--- src/logic/soc_pkg.sv ---
// soc peripheral subsystem definitions
// address windows, register offsets, bus widths and interrupt vector layout
package soc_pkg;

	// ------------------------------------------------------------------
	// bus and board widths
	// ------------------------------------------------------------------
	typedef logic [31:0] word_t;
	typedef logic [3:0]  sel_t;
	// address bits 31..17, picks the slave window
	typedef logic [14:0] region_t;
	typedef logic [9:0]  bram_adr_t;
	typedef logic [7:0]  led_t;
	typedef logic [3:0]  btn_t;
	typedef logic [3:0]  sw_t;
	typedef logic [2:0]  rot_t;

	// ------------------------------------------------------------------
	// address map
	// ------------------------------------------------------------------
	localparam region_t REGION_BRAM  = 15'h0000;
	// 0xe002_0000
	localparam region_t REGION_TIMER = 15'h7001;
	// 0xe004_0000
	localparam region_t REGION_GPIO  = 15'h7002;
	localparam int      BRAM_WORDS   = 1024;

	// timer word offsets, adr[4:2]
	localparam logic [2:0] TMR_CTRL0 = 3'd0;
	localparam logic [2:0] TMR_CMP0  = 3'd1;
	localparam logic [2:0] TMR_CNT0  = 3'd2;
	localparam logic [2:0] TMR_CTRL1 = 3'd3;
	localparam logic [2:0] TMR_CMP1  = 3'd4;
	localparam logic [2:0] TMR_CNT1  = 3'd5;

	// timer control bits
	localparam int CTRL_EN   = 0;
	localparam int CTRL_AR   = 1;
	// write 1 to clear
	localparam int CTRL_TRIG = 2;

	// gpio word offsets, adr[3:2]
	localparam logic [1:0] GPIO_IN   = 2'd0;
	localparam logic [1:0] GPIO_OUT  = 2'd1;
	localparam logic [1:0] GPIO_OE   = 2'd2;
	localparam logic [1:0] GPIO_MASK = 2'd3;

	// interrupt vector bits, all others held high
	localparam int IRQ_UART   = 0;
	localparam int IRQ_TIMER0 = 1;
	localparam int IRQ_GPIO   = 2;
	localparam int IRQ_TIMER1 = 3;

endpackage
--- src/logic/wb_gpio.sv ---
// wishbone gpio
// two-flop input sync, byte writable out/oe/mask, masked input irq
`timescale 1ns/10ps

module wb_gpio (
	input  logic          clk,
	input  logic          rst_n_i,
	input  soc_pkg::word_t adr_i,
	input  soc_pkg::word_t dat_i,
	input  soc_pkg::sel_t  sel_i,
	input  logic          we_i,
	input  logic          cyc_i,
	input  logic          stb_i,
	input  soc_pkg::word_t gpio_in_i,
	output soc_pkg::word_t dat_o,
	output logic          ack_o,
	output soc_pkg::word_t gpio_out_o,
	output soc_pkg::word_t gpio_oe_o,
	output logic          irq_o
);
	import soc_pkg::*;

	word_t      in_meta_q;
	word_t      in_sync_q;
	word_t      mask_q;
	logic       req;
	logic       wr;
	logic [1:0] ofs;

	// merge write data by byte lane
	function automatic word_t lane_merge(input word_t old_w, input word_t new_w, input sel_t sel);
		word_t w;
		w = old_w;
		for (int b = 0; b < 4; b++) begin
			if (sel[b]) begin
				w[8*b +: 8] = new_w[8*b +: 8];
			end
		end
		return w;
	endfunction

	assign req = cyc_i && stb_i && !ack_o;
	assign wr  = req && we_i;
	assign ofs = adr_i[3:2];

	// input synchronizer
	always_ff @(posedge clk) begin
		in_meta_q <= gpio_in_i;
		in_sync_q <= in_meta_q;
	end

	// ------------------------------------------------------------------
	// control registers
	// ------------------------------------------------------------------
	always_ff @(posedge clk) begin
		if (!rst_n_i) begin
			ack_o      <= 1'b0;
			gpio_out_o <= '0;
			gpio_oe_o  <= '0;
			mask_q     <= '0;
		end else begin
			ack_o <= req;
			if (wr) begin
				// GPIO_IN writes are dropped
				case (ofs)
					GPIO_OUT:  gpio_out_o <= lane_merge(gpio_out_o, dat_i, sel_i);
					GPIO_OE:   gpio_oe_o  <= lane_merge(gpio_oe_o, dat_i, sel_i);
					GPIO_MASK: mask_q     <= lane_merge(mask_q, dat_i, sel_i);
					default:   ;
				endcase
			end
		end
	end

	// readback
	always_ff @(posedge clk) begin
		if (req) begin
			case (ofs)
				GPIO_IN:   dat_o <= in_sync_q;
				GPIO_OUT:  dat_o <= gpio_out_o;
				GPIO_OE:   dat_o <= gpio_oe_o;
				default:   dat_o <= mask_q;
			endcase
		end
	end

	// level irq, any enabled input high
	assign irq_o = |(in_sync_q & mask_q);

endmodule

--- config.mk ---
export PLATFORM = sky130hd
export DESIGN_NAME = wb_gpio
export DESIGN_NICKNAME = d
export VERILOG_FILES = /design/src/logic/soc_pkg.sv /design/src/logic/wb_gpio.sv
export SDC_FILE = /design/constraint.sdc
export NUM_CORES = 1
export LEC_CHECK = 0
export ABC_AREA = 1
export BUFFER_PORTS_ARGS = -buffer_cell sky130_fd_sc_hd__buf_2
export CELL_PAD_IN_SITES_DETAIL_PLACEMENT = 1
export CELL_PAD_IN_SITES_GLOBAL_PLACEMENT = 1
export CORE_MARGIN = 1
export CORE_UTILIZATION = 37
export CTS_CLUSTER_SIZE = 25
export DETAILED_ROUTE_END_ITERATION = 16
export HOLD_SLACK_MARGIN = 0.08
export PLACE_DENSITY_LB_ADDON = 0.1
export SLEW_MARGIN = 10
export SYNTH_ARGS = -nofsm -noshare
export SYNTH_HDL_FRONTEND = slang
export SYNTH_SLANG_ARGS = --single-unit
--- constraint.sdc ---
create_clock -name clk -period 1.9 [get_ports clk]
set_input_delay 0.095 -clock clk [delete_from_list [all_inputs] [get_ports clk]]
set_output_delay 0.095 -clock clk [all_outputs]
set_load 0.03 [all_outputs]
# After elaboration in Yosys (flattened, before gate mapping)
# Index checks and enable logic that the tools add are counted.
# totals
regBits,193
in_bits,105
out_inout_bits,98
wordCells,39
# op_classes
eq_ne,3
mux,1
bitwise_logic,1
reduce_logical,18
# ops
operator,n
$pmux 32 s3,1
$reduce_and 3->1,12
$and 32x32->32,1
$reduce_or 32->1,1
$eq 2x2->1 const B,2
$logic_and 1x1->1,3
$eq 2x1->1 const B,1
$logic_not 2->1,1
$logic_not 1->1,1

# Logic depth before layout (Yosys ltp)
# Gate-level depths: netlist of run 1.
# logic_depth
depth_word,4
mapped_depth,8
depth_no_buf,6

# Worst setup path after synthesis of run 1
# No wires, ideal clock.
# synth_path
path_kind,reg2reg
startpoint,register ack_o
endpoint,register gpio_oe_o[0]
setup_time_ns,0.113
arrival_time_ns,1.521
required_ns,1.787
slack_ns,0.266
path_stages_with_launch,7
path_buffers,2
synth_period_minus_slack_ns,1.634
path_cell_list,dfxtp_1 nor2_2 buf_6 nand4_4 buf_2 nor2_1 nor2_1
# synth_via
elab_chain_cells,4
# synth_lines
item,line,text
start: declaration,wb_gpio.sv:16,"output logic ack_o,"
start signal: assignment,wb_gpio.sv:62,ack_o <= req;
$logic_not 1->1,wb_gpio.sv:42,assign req = cyc_i && stb_i && !ack_o;
$logic_and 1x1->1,wb_gpio.sv:42,
via req,wb_gpio.sv:26,logic req;
$logic_and 1x1->1,wb_gpio.sv:43,assign wr = req && we_i;
$reduce_and 3->1 (no line),n/a,
end signal: assignment,wb_gpio.sv:67,"GPIO_OE: gpio_oe_o <= lane_merge(gpio_oe_o, dat_i, sel_i);"
end: declaration,wb_gpio.sv:18,"output soc_pkg::word_t gpio_oe_o,"
# The timed path passes the listed nets, and every way through them passes these cells.
# A chain may end at the register's enable or synchronous reset.

# Worst setup path after layout of run 1
# layout_path
startpoint,input port stb_i
endpoint,register mask_q[17]
# layout_via
elab_chain_cells,4
# layout_lines
item,line,text
start: declaration,wb_gpio.sv:13,"input logic stb_i,"
$logic_and 1x1->1 (2 in a row),wb_gpio.sv:42,
$logic_and 1x1->1,wb_gpio.sv:43,
$reduce_and 3->1 (no line),n/a,
end signal: assignment,wb_gpio.sv:68,"GPIO_MASK: mask_q <= lane_merge(mask_q, dat_i, sel_i);"
end: declaration,wb_gpio.sv:25,word_t mask_q;
# No other way between the ends.

==> results of run 1 <==
[through the flow]
stage | util | cells | cell area [um^2]
3_3_place_gp | 0.4402 | 1341 | 8539
3_5_place_dp | 0.4402 | 1341 | 8539
4_1_cts | 0.5033 | 1440 | 9763
6_report | 0.5035 | 1442 | 9768
2_1_floorplan | - | 924 | 7322
5_1_grt | 0.5033 | 1440 | 9763
[registers in the layout, indices dropped and copies added, names as in the netlist]
signal,count
mask_q,32
gpio_out_o,32
ack_o,1
dat_o,32
gpio_oe_o,32
in_sync_q,32
in_meta_q,32
[worst max-delay path by stage]
stage	depth (start not counted)	end	from
6_report	8	mask_q[17]	stb_i
5_1_grt	5	mask_q[17]	ack_o
4_1_cts	5	mask_q[17]	ack_o
3_5_place_dp	5	mask_q[16]	ack_o
3_3_place_gp	5	mask_q[22]	ack_o
2_1_floorplan	6	gpio_oe_o[0]	ack_o
[worst reg2reg max path, cell delays in order, from the launching register on]
cell     delay, ns
dfxtp_1       0.35
nor2_4        0.20
buf_12        0.26
nand4_2       0.42
nor2_1        0.29
nor2_1        0.09
[area by class of cell]
cell class,count,share of cell area
Clock buffer,18,0.04393
Antenna cell,2,0.0005124
Inverter,99,0.03804
Clock inverter,14,0.01268
Timing Repair Buffer,256,0.1752
Multi-Input combinational cell,595,0.2673
Tap cell,265,0.03394
Sequential cell,193,0.4283
[cells in the mapped netlist, drive strengths merged]
| master | count |
|---|---|
| edfxtp | 32 |
| inv | 99 |
| nand4 | 12 |
| clkbuf | 18 |
| nand2 | 344 |
| nor2 | 206 |
| buf | 19 |
| dfxtp | 161 |
| nor3b | 1 |
| o2111ai | 32 |
[logic make-up after synthesis]
family,count (synthesis),synth area share
AO/OA/AOI/OAI,32,0.03828
AND/OR/NAND/NOR,563,0.3166
flip-flops,193,0.5714
buffers and inverters,136,0.07365
[metal layers]
metal,vias to the layer above,GRT usage
met5,-,0
met4,0,0.06169
met3,23,0.04460
met2,120,0.3808
met1,3053,0.2710
li1,3297,-
[power groups by stage]
stage	clock network (mW)	logic [mW]	registers (mW)
after floorplan	0	0.215	4.52
after global placement	0	0.592	4.43
after detailed placement	0	0.596	4.43
after CTS	3.47	0.705	4.34
after global routing	3.62	0.761	4.35
final	3.38	0.698	4.34
==> summary.txt, run 1 <==
status = complete, no violations
Yosys top cell area share = 0.4402
Clock Power Share = 0.402
initial antenna violation count = 2
Fmax achieved = 579.1 MHz
Critical Path, Cell by Cell = dlygate4sd3_1 -> buf_2 -> nand2_1 -> nor2_4 -> buf_12 -> nand4_2 -> nor2_1 -> nor2_1
Worst setup EP type = register
CP max-delay cell = dlygate4sd3_1
Die Span Y = 142.7 um
CTS sink cnt = 193
root buffer cell = clkbuf_16
Critical Path RT = 2.21 ns
largest cells by area after synthesis = dfxtp_1 (44%), nand2_1 (18%), edfxtp_1 (13%)
register area = 0.004184 mm^2
drt drc = 0
Pwr Density = 861.9 mW/mm^2
Max-Cap Viols = 0
die width = 142.7 um
1st-pass router iterations = 4
initial core utilization = 0.3775
final hold vios = 0
CP max stage delay = 0.52 ns
GPL Wtd Cong = 0.7500
placement row count = 51
r2r setup slk = 0.18 ns
RSZ-0062 raised after global routing = no
hold depth = 4
Setup TNS = 0 ns
Worst Tran Pin Value = 0.4851 ns
Worst R2R Start = ack_o
Reg clk slew, reported paths = 0.07 ns
largest net degree at the start of global routing = 42
register area share after synthesis = 0.5714
Overflow after GRT = 0
Bufs on Longest Clock Path = 2
Post-CTS Resized = 0
Final HPWL DP = 14.10 mm
pre-CTS WS = 0.2698 ns
Met2 Routed Length = 10.29 mm
DR WL/cell = 14.55 um
CTS tree = done
area occupied by multi-input gates = 0.002611 mm^2
drt total wl = 20.98 mm
WP buf/inv = 3
area growth from synthesis to layout = 33.41%
flops & latches, synth = 193
H-tree Lvls = 4
Leak Pwr = 4.914 nW
highest routed layer = met4
post-synth top area cell = dfxtp_1
Switching Share = 0.2549
Post-CTS Setup Bufs = 0
met3 WL post-DR = 782 um
die area = 0.02036 mm^2
Distinct cells, synth = 17
Period minus WS final = 1.727 ns
delay-heaviest family, CP = simple AND/OR/NAND/NOR gates
cts bufs inserted = 17
Hold Buf Count CTS = 67
commonest non-fill, non-tap cell in the layout = nand2_1
clk_lat worst skew = 0.43 ns
final worst slack = 0.1732 ns
internal power = 6.273 mW
number of vias per cell = 4.503
Core Region = 0.01940 mm^2
Gate power share = 0.083
most frequent CP cell = nor2_1
max-slew violation count = 0
worst-path fanout max = 23
Ports = 203
vias in the first global route = 6,471
GRT Util Overall = 0.2181
Post-Synthesis Cells = 924
overall power = 8.419 mW
fill count = 2,444
WS Path Type = in -> reg
synthesized net count = 1,029
Avg Synthesized Cell Area = 7.924 um^2
most frequent cells in the layout = nand2_1 (344), nor2_1 (202), buf_2 (171), dfxtp_1 (161), inv_1 (96)
Psw = 2.146 mW
startpoint types = input pin
final hold slack = 0.1966 ns
Yosys Warn Count = 0
share of power burned in registers = 0.515
port bufs = 172
Max IR drop VDD = 0.5517 mV
first-pass GRT wire length = 33.63 mm
via count = 6,493
CP arrival = 2.04 ns
Hold Path Class = in -> reg
WHS Endpoint = gpio_oe_o[21]
Routed Antenna Nets = 0
Syn Std Cell Area = 0.007322 mm^2
met1 WL = 9.629 mm
r2r endpoint = mask_q[17]
R2R cell count = 5
nets@finish = 1,267
period utilization = 0.9089
layout cells sized above 1 = 0.2034
Final Skew = 0.007460 ns
HP Start = sel_i[2]
DR iter-0 viols = 209
Worst slew margin = 0.6758
setup violators final = 0
No activity file was read; power rests on OpenSTA's default activity.
==> run 2: changes to the inputs <==
--- a/config.mk
+++ b/config.mk
@@ -9,11 +9,12 @@
 export BUFFER_PORTS_ARGS = -buffer_cell sky130_fd_sc_hd__buf_2
 export CELL_PAD_IN_SITES_DETAIL_PLACEMENT = 1
 export CELL_PAD_IN_SITES_GLOBAL_PLACEMENT = 1
-export CORE_MARGIN = 1
+export CORE_MARGIN = 8
 export CORE_UTILIZATION = 37
 export CTS_CLUSTER_SIZE = 25
 export DETAILED_ROUTE_END_ITERATION = 16
 export HOLD_SLACK_MARGIN = 0.08
+export MAX_ROUTING_LAYER = met4
 export PLACE_DENSITY_LB_ADDON = 0.1
 export SLEW_MARGIN = 10
 export SYNTH_ARGS = -nofsm -noshare
==> summary.txt, run 2 (synthesis gave the netlist of run 1 again) <==
Leak Pwr = 4.950 nW (+0.73%)
Worst slew margin = 0.6413 (-0.03448)
clk_lat worst skew = 0.43 ns (about the same)
initial antenna violation count = 3 (+1)
Worst Tran Pin Value = 0.5380 ns (+0.05288 ns)
Post-CTS Resized = 0 (unchanged)
GPL Wtd Cong = 0.7601 (+1.3%)
period utilization = 0.8623 (-0.04654)
DR WL/cell = 15.83 um (+8.8%)
crit path from = in_sync_q[30]
placed cell areas = 0.008554 mm^2 (+0.18%)
port bufs = 172 (unchanged)
placement row count = 51 (unchanged)
fill count = 2,384 (-2.5%)
Final HPWL DP = 15.80 mm (+12%)
GRT Util Overall = 0.1939 (-0.02418)
via count = 6,549 (+0.86%)
overall power = 8.622 mW (+2.4%)
Ports = 203 (unchanged)
root buffer cell = clkbuf_16
CTS sink cnt = 193 (unchanged)
Final Skew = 0.009191 ns (+0.001731 ns)
Hold Path Class = in -> reg
commonest non-fill, non-tap cell in the layout = nand2_1
Max IR drop VDD = 0.4803 mV (-13%)
Max-Cap Viols = 0 (unchanged)
cts bufs inserted = 17 (unchanged)
drt drc = 0 (unchanged)
Worst setup EP type = primary output
DR iter-0 viols = 246 (+18%)
vias in the first global route = 6,926 (+7.0%)
most frequent cells in the layout = nand2_1 (344), nor2_1 (202), buf_2 (171), dfxtp_1 (161), inv_1 (96)
Pwr Density = 878.1 mW/mm^2 (+1.9%)
1st-pass router iterations = 4 (unchanged)
CTS tree = done
r2r setup slk = 0.30 ns (+0.12 ns)
die width = 156.7 um (+9.8%)
Hold Buf Count CTS = 67 (unchanged)
final hold vios = 0 (unchanged)
layout cells sized above 1 = 0.2056 (+0.002203)
WS Path Type = reg -> out
CP arrival = 1.54 ns (-0.50 ns)
nets@finish = 1,269 (+0.16%)
die area = 0.02455 mm^2 (+21%)
HP Start = sel_i[1]
startpoint types = register
Setup TNS = 0 ns (unchanged)
largest net degree at the start of global routing = 30 (-29%)
worst-path fanout max = 2 (-91%)
Reg clk slew, reported paths = 0.08 ns (about the same)
initial core utilization = 0.3762 (-0.001238)
Fmax achieved = 610.4 MHz (+5.4%)
final instance area = 0.009819 mm^2 (+0.53%)
Critical Path RT = 1.80 ns (-0.41 ns)
Bufs on Longest Clock Path = 2 (unchanged)
Period minus WS final = 1.638 ns (-0.08843 ns)
Routed Antenna Nets = 0 (unchanged)
RSZ-0062 raised after global routing = no
number of vias per cell = 4.532 (+0.65%)
final hold slack = 0.1986 ns (+0.001954 ns)
Core Region = 0.01946 mm^2 (+0.33%)
max-slew violation count = 0 (unchanged)
drt total wl = 22.88 mm (+9.1%)
setup violators final = 0 (unchanged)
Overflow after GRT = 0 (unchanged)
Die Span Y = 156.7 um (+9.8%)
status = complete, no violations
Worst R2R Start = ack_o
area growth from synthesis to layout = 34.11%
Post-CTS Setup Bufs = 0 (unchanged)
H-tree Lvls = 4 (unchanged)
first-pass GRT wire length = 35.85 mm (+6.6%)
## run 2: cell count changes in the layout (fill, tap and decap cells not counted), sizes merged
| cell | delta |
|---|---|
| inv | +4 |
| buf | +2 |
| clkinv | -2 |
| clkinvlp | -2 |
| diode | +1 |
## run 2: layer usage
metal / global-route usage / wire, um / vias up
met5: - / 0 / -
li1: - / - / 3310
met3: 0.04799 / 1139 / 14
met1: 0.2260 / 10370 / 3083
met4: 0.05034 / 182 / 0
met2: 0.3288 / 11180 / 142
## run 2: worst max-delay path, stage by stage, from the launching register on
cell     delay, ns
dfxtp_1       0.33
nand2_1       0.07
nand2_1       0.05
nor2_1        0.12
nand2_1       0.09
nor2_1        0.19
nand2_1       0.07
buf_2         0.19
## run 2: stage by stage
stage | setup WS, ns | utilization | cells
floorplan | 0.2661 | - | 924
global placement | 0.3897 | 0.4395 | 1343
detailed placement | 0.3073 | 0.4395 | 1343
CTS | 0.1795 | 0.5041 | 1442
global route | 0.09225 | 0.5045 | 1445
finish | 0.2616 | 0.5045 | 1445
## run 2: where the power goes
group | switching (mW) | total, mW | internal, mW
clock | 1.75 | 3.57 | 1.82
combinational | 0.436 | 0.709 | 0.273
sequential | 0.0568 | 4.34 | 4.28
## run 2: worst paths after layout
check	endpoint	depth (start not counted)
worst max-delay path	irq_o	7
worst min-delay path	gpio_oe_o[13]	4
worst max register to register	mask_q[26]	6
worst min register to register	in_sync_q[27]	0
## run 2: final cells by class
type	instances	area, um^2	area share
multi-input cells	595	2611	0.2659
clock inverters	14	136.4	0.01389
flip-flops and latches	193	4184	0.4261
diodes	3	7.507	0.0007645
repair buffers	258	1727	0.1758
well taps	265	331.6	0.03377
inverters	99	371.6	0.03784
clock buffers	18	450.4	0.04587
==> run 3: changes to the inputs <==
--- a/config.mk
+++ b/config.mk
@@ -10,7 +10,8 @@
 export CELL_PAD_IN_SITES_DETAIL_PLACEMENT = 1
 export CELL_PAD_IN_SITES_GLOBAL_PLACEMENT = 1
 export CORE_MARGIN = 8
-export CORE_UTILIZATION = 37
+export CORE_UTILIZATION = 39
+export CTS_BUF_LIST = sky130_fd_sc_hd__clkbuf_8
 export CTS_CLUSTER_SIZE = 25
 export DETAILED_ROUTE_END_ITERATION = 16
 export HOLD_SLACK_MARGIN = 0.08
==> summary.txt, run 3 (synthesis gave the netlist of run 1 again) <==
status = complete, no violations
GRT busiest layer = met2
Bufs on Longest Clock Path = 2 (unchanged)
Setup TNS = 0 ns (unchanged)
Fmax achieved = 601.8 MHz (-1.4%)
Core Region = 0.01858 mm^2 (-4.5%)
CTS tree = done
Final Skew = 0.01942 ns (+0.01023 ns)
Worst Tran Pin Value = 0.5282 ns (-0.009744 ns)
nets@finish = 1,266 (-0.24%)
met3 Resource Use GR = 0.04934 (+0.001351)
DR WL/cell = 16.04 um (+1.3%)
final cell count without fillers = 1,410 (-2.4%)
largest net degree at the start of global routing = 35 (+17%)
port bufs = 172 (unchanged)
Final HPWL DP = 15.27 mm (-3.3%)
CP arrival = 1.57 ns (+0.03 ns)
startpoint types = register
die area = 0.02342 mm^2 (-4.6%)
fill count = 2,306 (-3.3%)
drt total wl = 22.61 mm (-1.2%)
final hold vios = 0 (unchanged)
final instance area = 0.009549 mm^2 (-2.8%)
final hold slack = 0.1600 ns (-0.03860 ns)
Psw = 2.069 mW (-7.6%)
GPL Wtd Cong = 0.7321 (-3.7%)
via count = 6,541 (-0.12%)
initial antenna violation count = 2 (-1)
Critical Path, Cell by Cell = nand2_1 -> nand2_1 -> nor2_1 -> nand2_1 -> nor2_1 -> nand2_1 -> buf_2
most frequent cells in the layout = nand2_1 (344), nor2_1 (202), buf_2 (171), dfxtp_1 (161), inv_1 (97)
setup violators final = 0 (unchanged)
number of vias per cell = 4.639 (+2.4%)
max-slew violation count = 0 (unchanged)
Cells after DPL = 1,308 (-2.6%)
first-pass GRT wire length = 36.70 mm (+2.4%)
internal power = 5.646 mW (-12%)
Routed Antenna Nets = 0 (unchanged)
GRT Util Overall = 0.2029 (+0.008986)
Pwr Density = 807.9 mW/mm^2 (-8.0%)
Gate power share = 0.091 (+0.009)
CP max-delay cell = dfxtp_1
clk_lat worst skew = 0.48 ns (+0.05 ns)
Reg clk slew, reported paths = 0.11 ns (+0.03 ns)
root buffer cell = clkbuf_8
period utilization = 0.8746 (+0.01232)
WP buf/inv = 1 (unchanged)
layout cells sized above 1 = 0.2019 (-0.003734)
initial core utilization = 0.3941 (+0.01786)
Worst slew margin = 0.6478 (+0.006496)
vias in the first global route = 7,006 (+1.2%)
Finished Core Util = 0.5139 (+0.009407)
placement row count = 50 (-2.0%)
Clock Power Share = 0.346 (-0.068)
Max-Cap Viols = 0 (unchanged)
H-tree Lvls = 4 (unchanged)
area occupied by multi-input gates = 0.002611 mm^2 (unchanged)
Ports = 203 (unchanged)
Critical Path RT = 1.80 ns (about the same)
DR iter-0 viols = 252 (+2.4%)
commonest non-fill, non-tap cell in the layout = nand2_1
1st-pass router iterations = 6 (+2)
WS Path Type = reg -> out
met2 usage = 0.3336 (+0.004767)
Hold Path Class = in -> reg
placed cell areas = 0.008486 mm^2 (-0.80%)
register area = 0.004184 mm^2 (unchanged)
area growth from synthesis to layout = 30.42%
Overflow after GRT = 0 (unchanged)
GR Util met1 = 0.2450 (+0.01903)
die width = 153.0 um (-2.3%)
CTS sink cnt = 193 (unchanged)
final worst slack = 0.2382 ns (-0.02341 ns)
drt drc = 0 (unchanged)
Max IR drop VDD = 0.4448 mV (-7.4%)
RSZ-0062 raised after global routing = no
Leak Pwr = 4.842 nW (-2.2%)
Switching Share = 0.2682 (+0.008374)
share of power burned in registers = 0.563 (+0.060)
overall power = 7.714 mW (-11%)
Period minus WS final = 1.662 ns (+0.02341 ns)
worst-path fanout max = 2 (unchanged)
most frequent CP cell = nand2_1
pre-CTS WS = 0.2663 ns (-0.04096 ns)
cts bufs inserted = 17 (unchanged)
Die Span Y = 153.0 um (-2.3%)
delay-heaviest family, CP = simple AND/OR/NAND/NOR gates
Worst setup EP type = primary output
CP max stage delay = 0.34 ns (about the same)
-- run 3: final cells by class --
type | instances | share of cell area
repair buffers | 255 | 0.1787
well taps | 234 | 0.03066
flip-flops and latches | 193 | 0.4382
inverters | 99 | 0.03892
clock buffers | 18 | 0.02594
multi-input cells | 595 | 0.2735
diodes | 2 | 0.0005241
clock inverters | 14 | 0.01363
-- run 3: timing repair --
item | 4_1_cts | 5_1_grt
hold buffers | 68 | 0
buffers inserted | 0 | 0
endpoints found under the hold margin | 132 | 0
gates resized for setup | 0 | 0
-- run 3: layer usage --
metal / wire length [um] / share of wire
met1: 10490 / 0.46
met2: 10830 / 0.48
met3: 988 / 0.044
met4: 300 / 0.013
met5: 0 / 0
-- run 3: final timing paths --
| kind | from | end | slack (ns) | depth (start not counted) |
|---|---|---|---|---|
| max reg2reg | ack_o | mask_q[12] | 0.26 | 5 |
| min reg2reg | in_meta_q[8] | in_sync_q[8] | 0.32 | 0 |
| min | sel_i[1] | gpio_out_o[12] | 0.16 | 4 |
| max | in_sync_q[31] | irq_o | 0.24 | 7 |
-- run 3: power groups by stage --
stage	sequential [mW]	clock [mW]	combinational, mW
after floorplan	4.52	0	0.215
after global placement	4.43	0	0.593
after detailed placement	4.44	0	0.599
after CTS	4.34	2.75	0.709
after global routing	4.36	2.88	0.764
final	4.34	2.67	0.702
-- run 3: worst register-to-register path, delay by kind of cell, from the launching register on --
kind / cells / cell delay, ns
AND/OR/NAND/NOR: 4 / 0.96
flip-flops: 1 / 0.37
buffers and inverters: 1 / 0.23
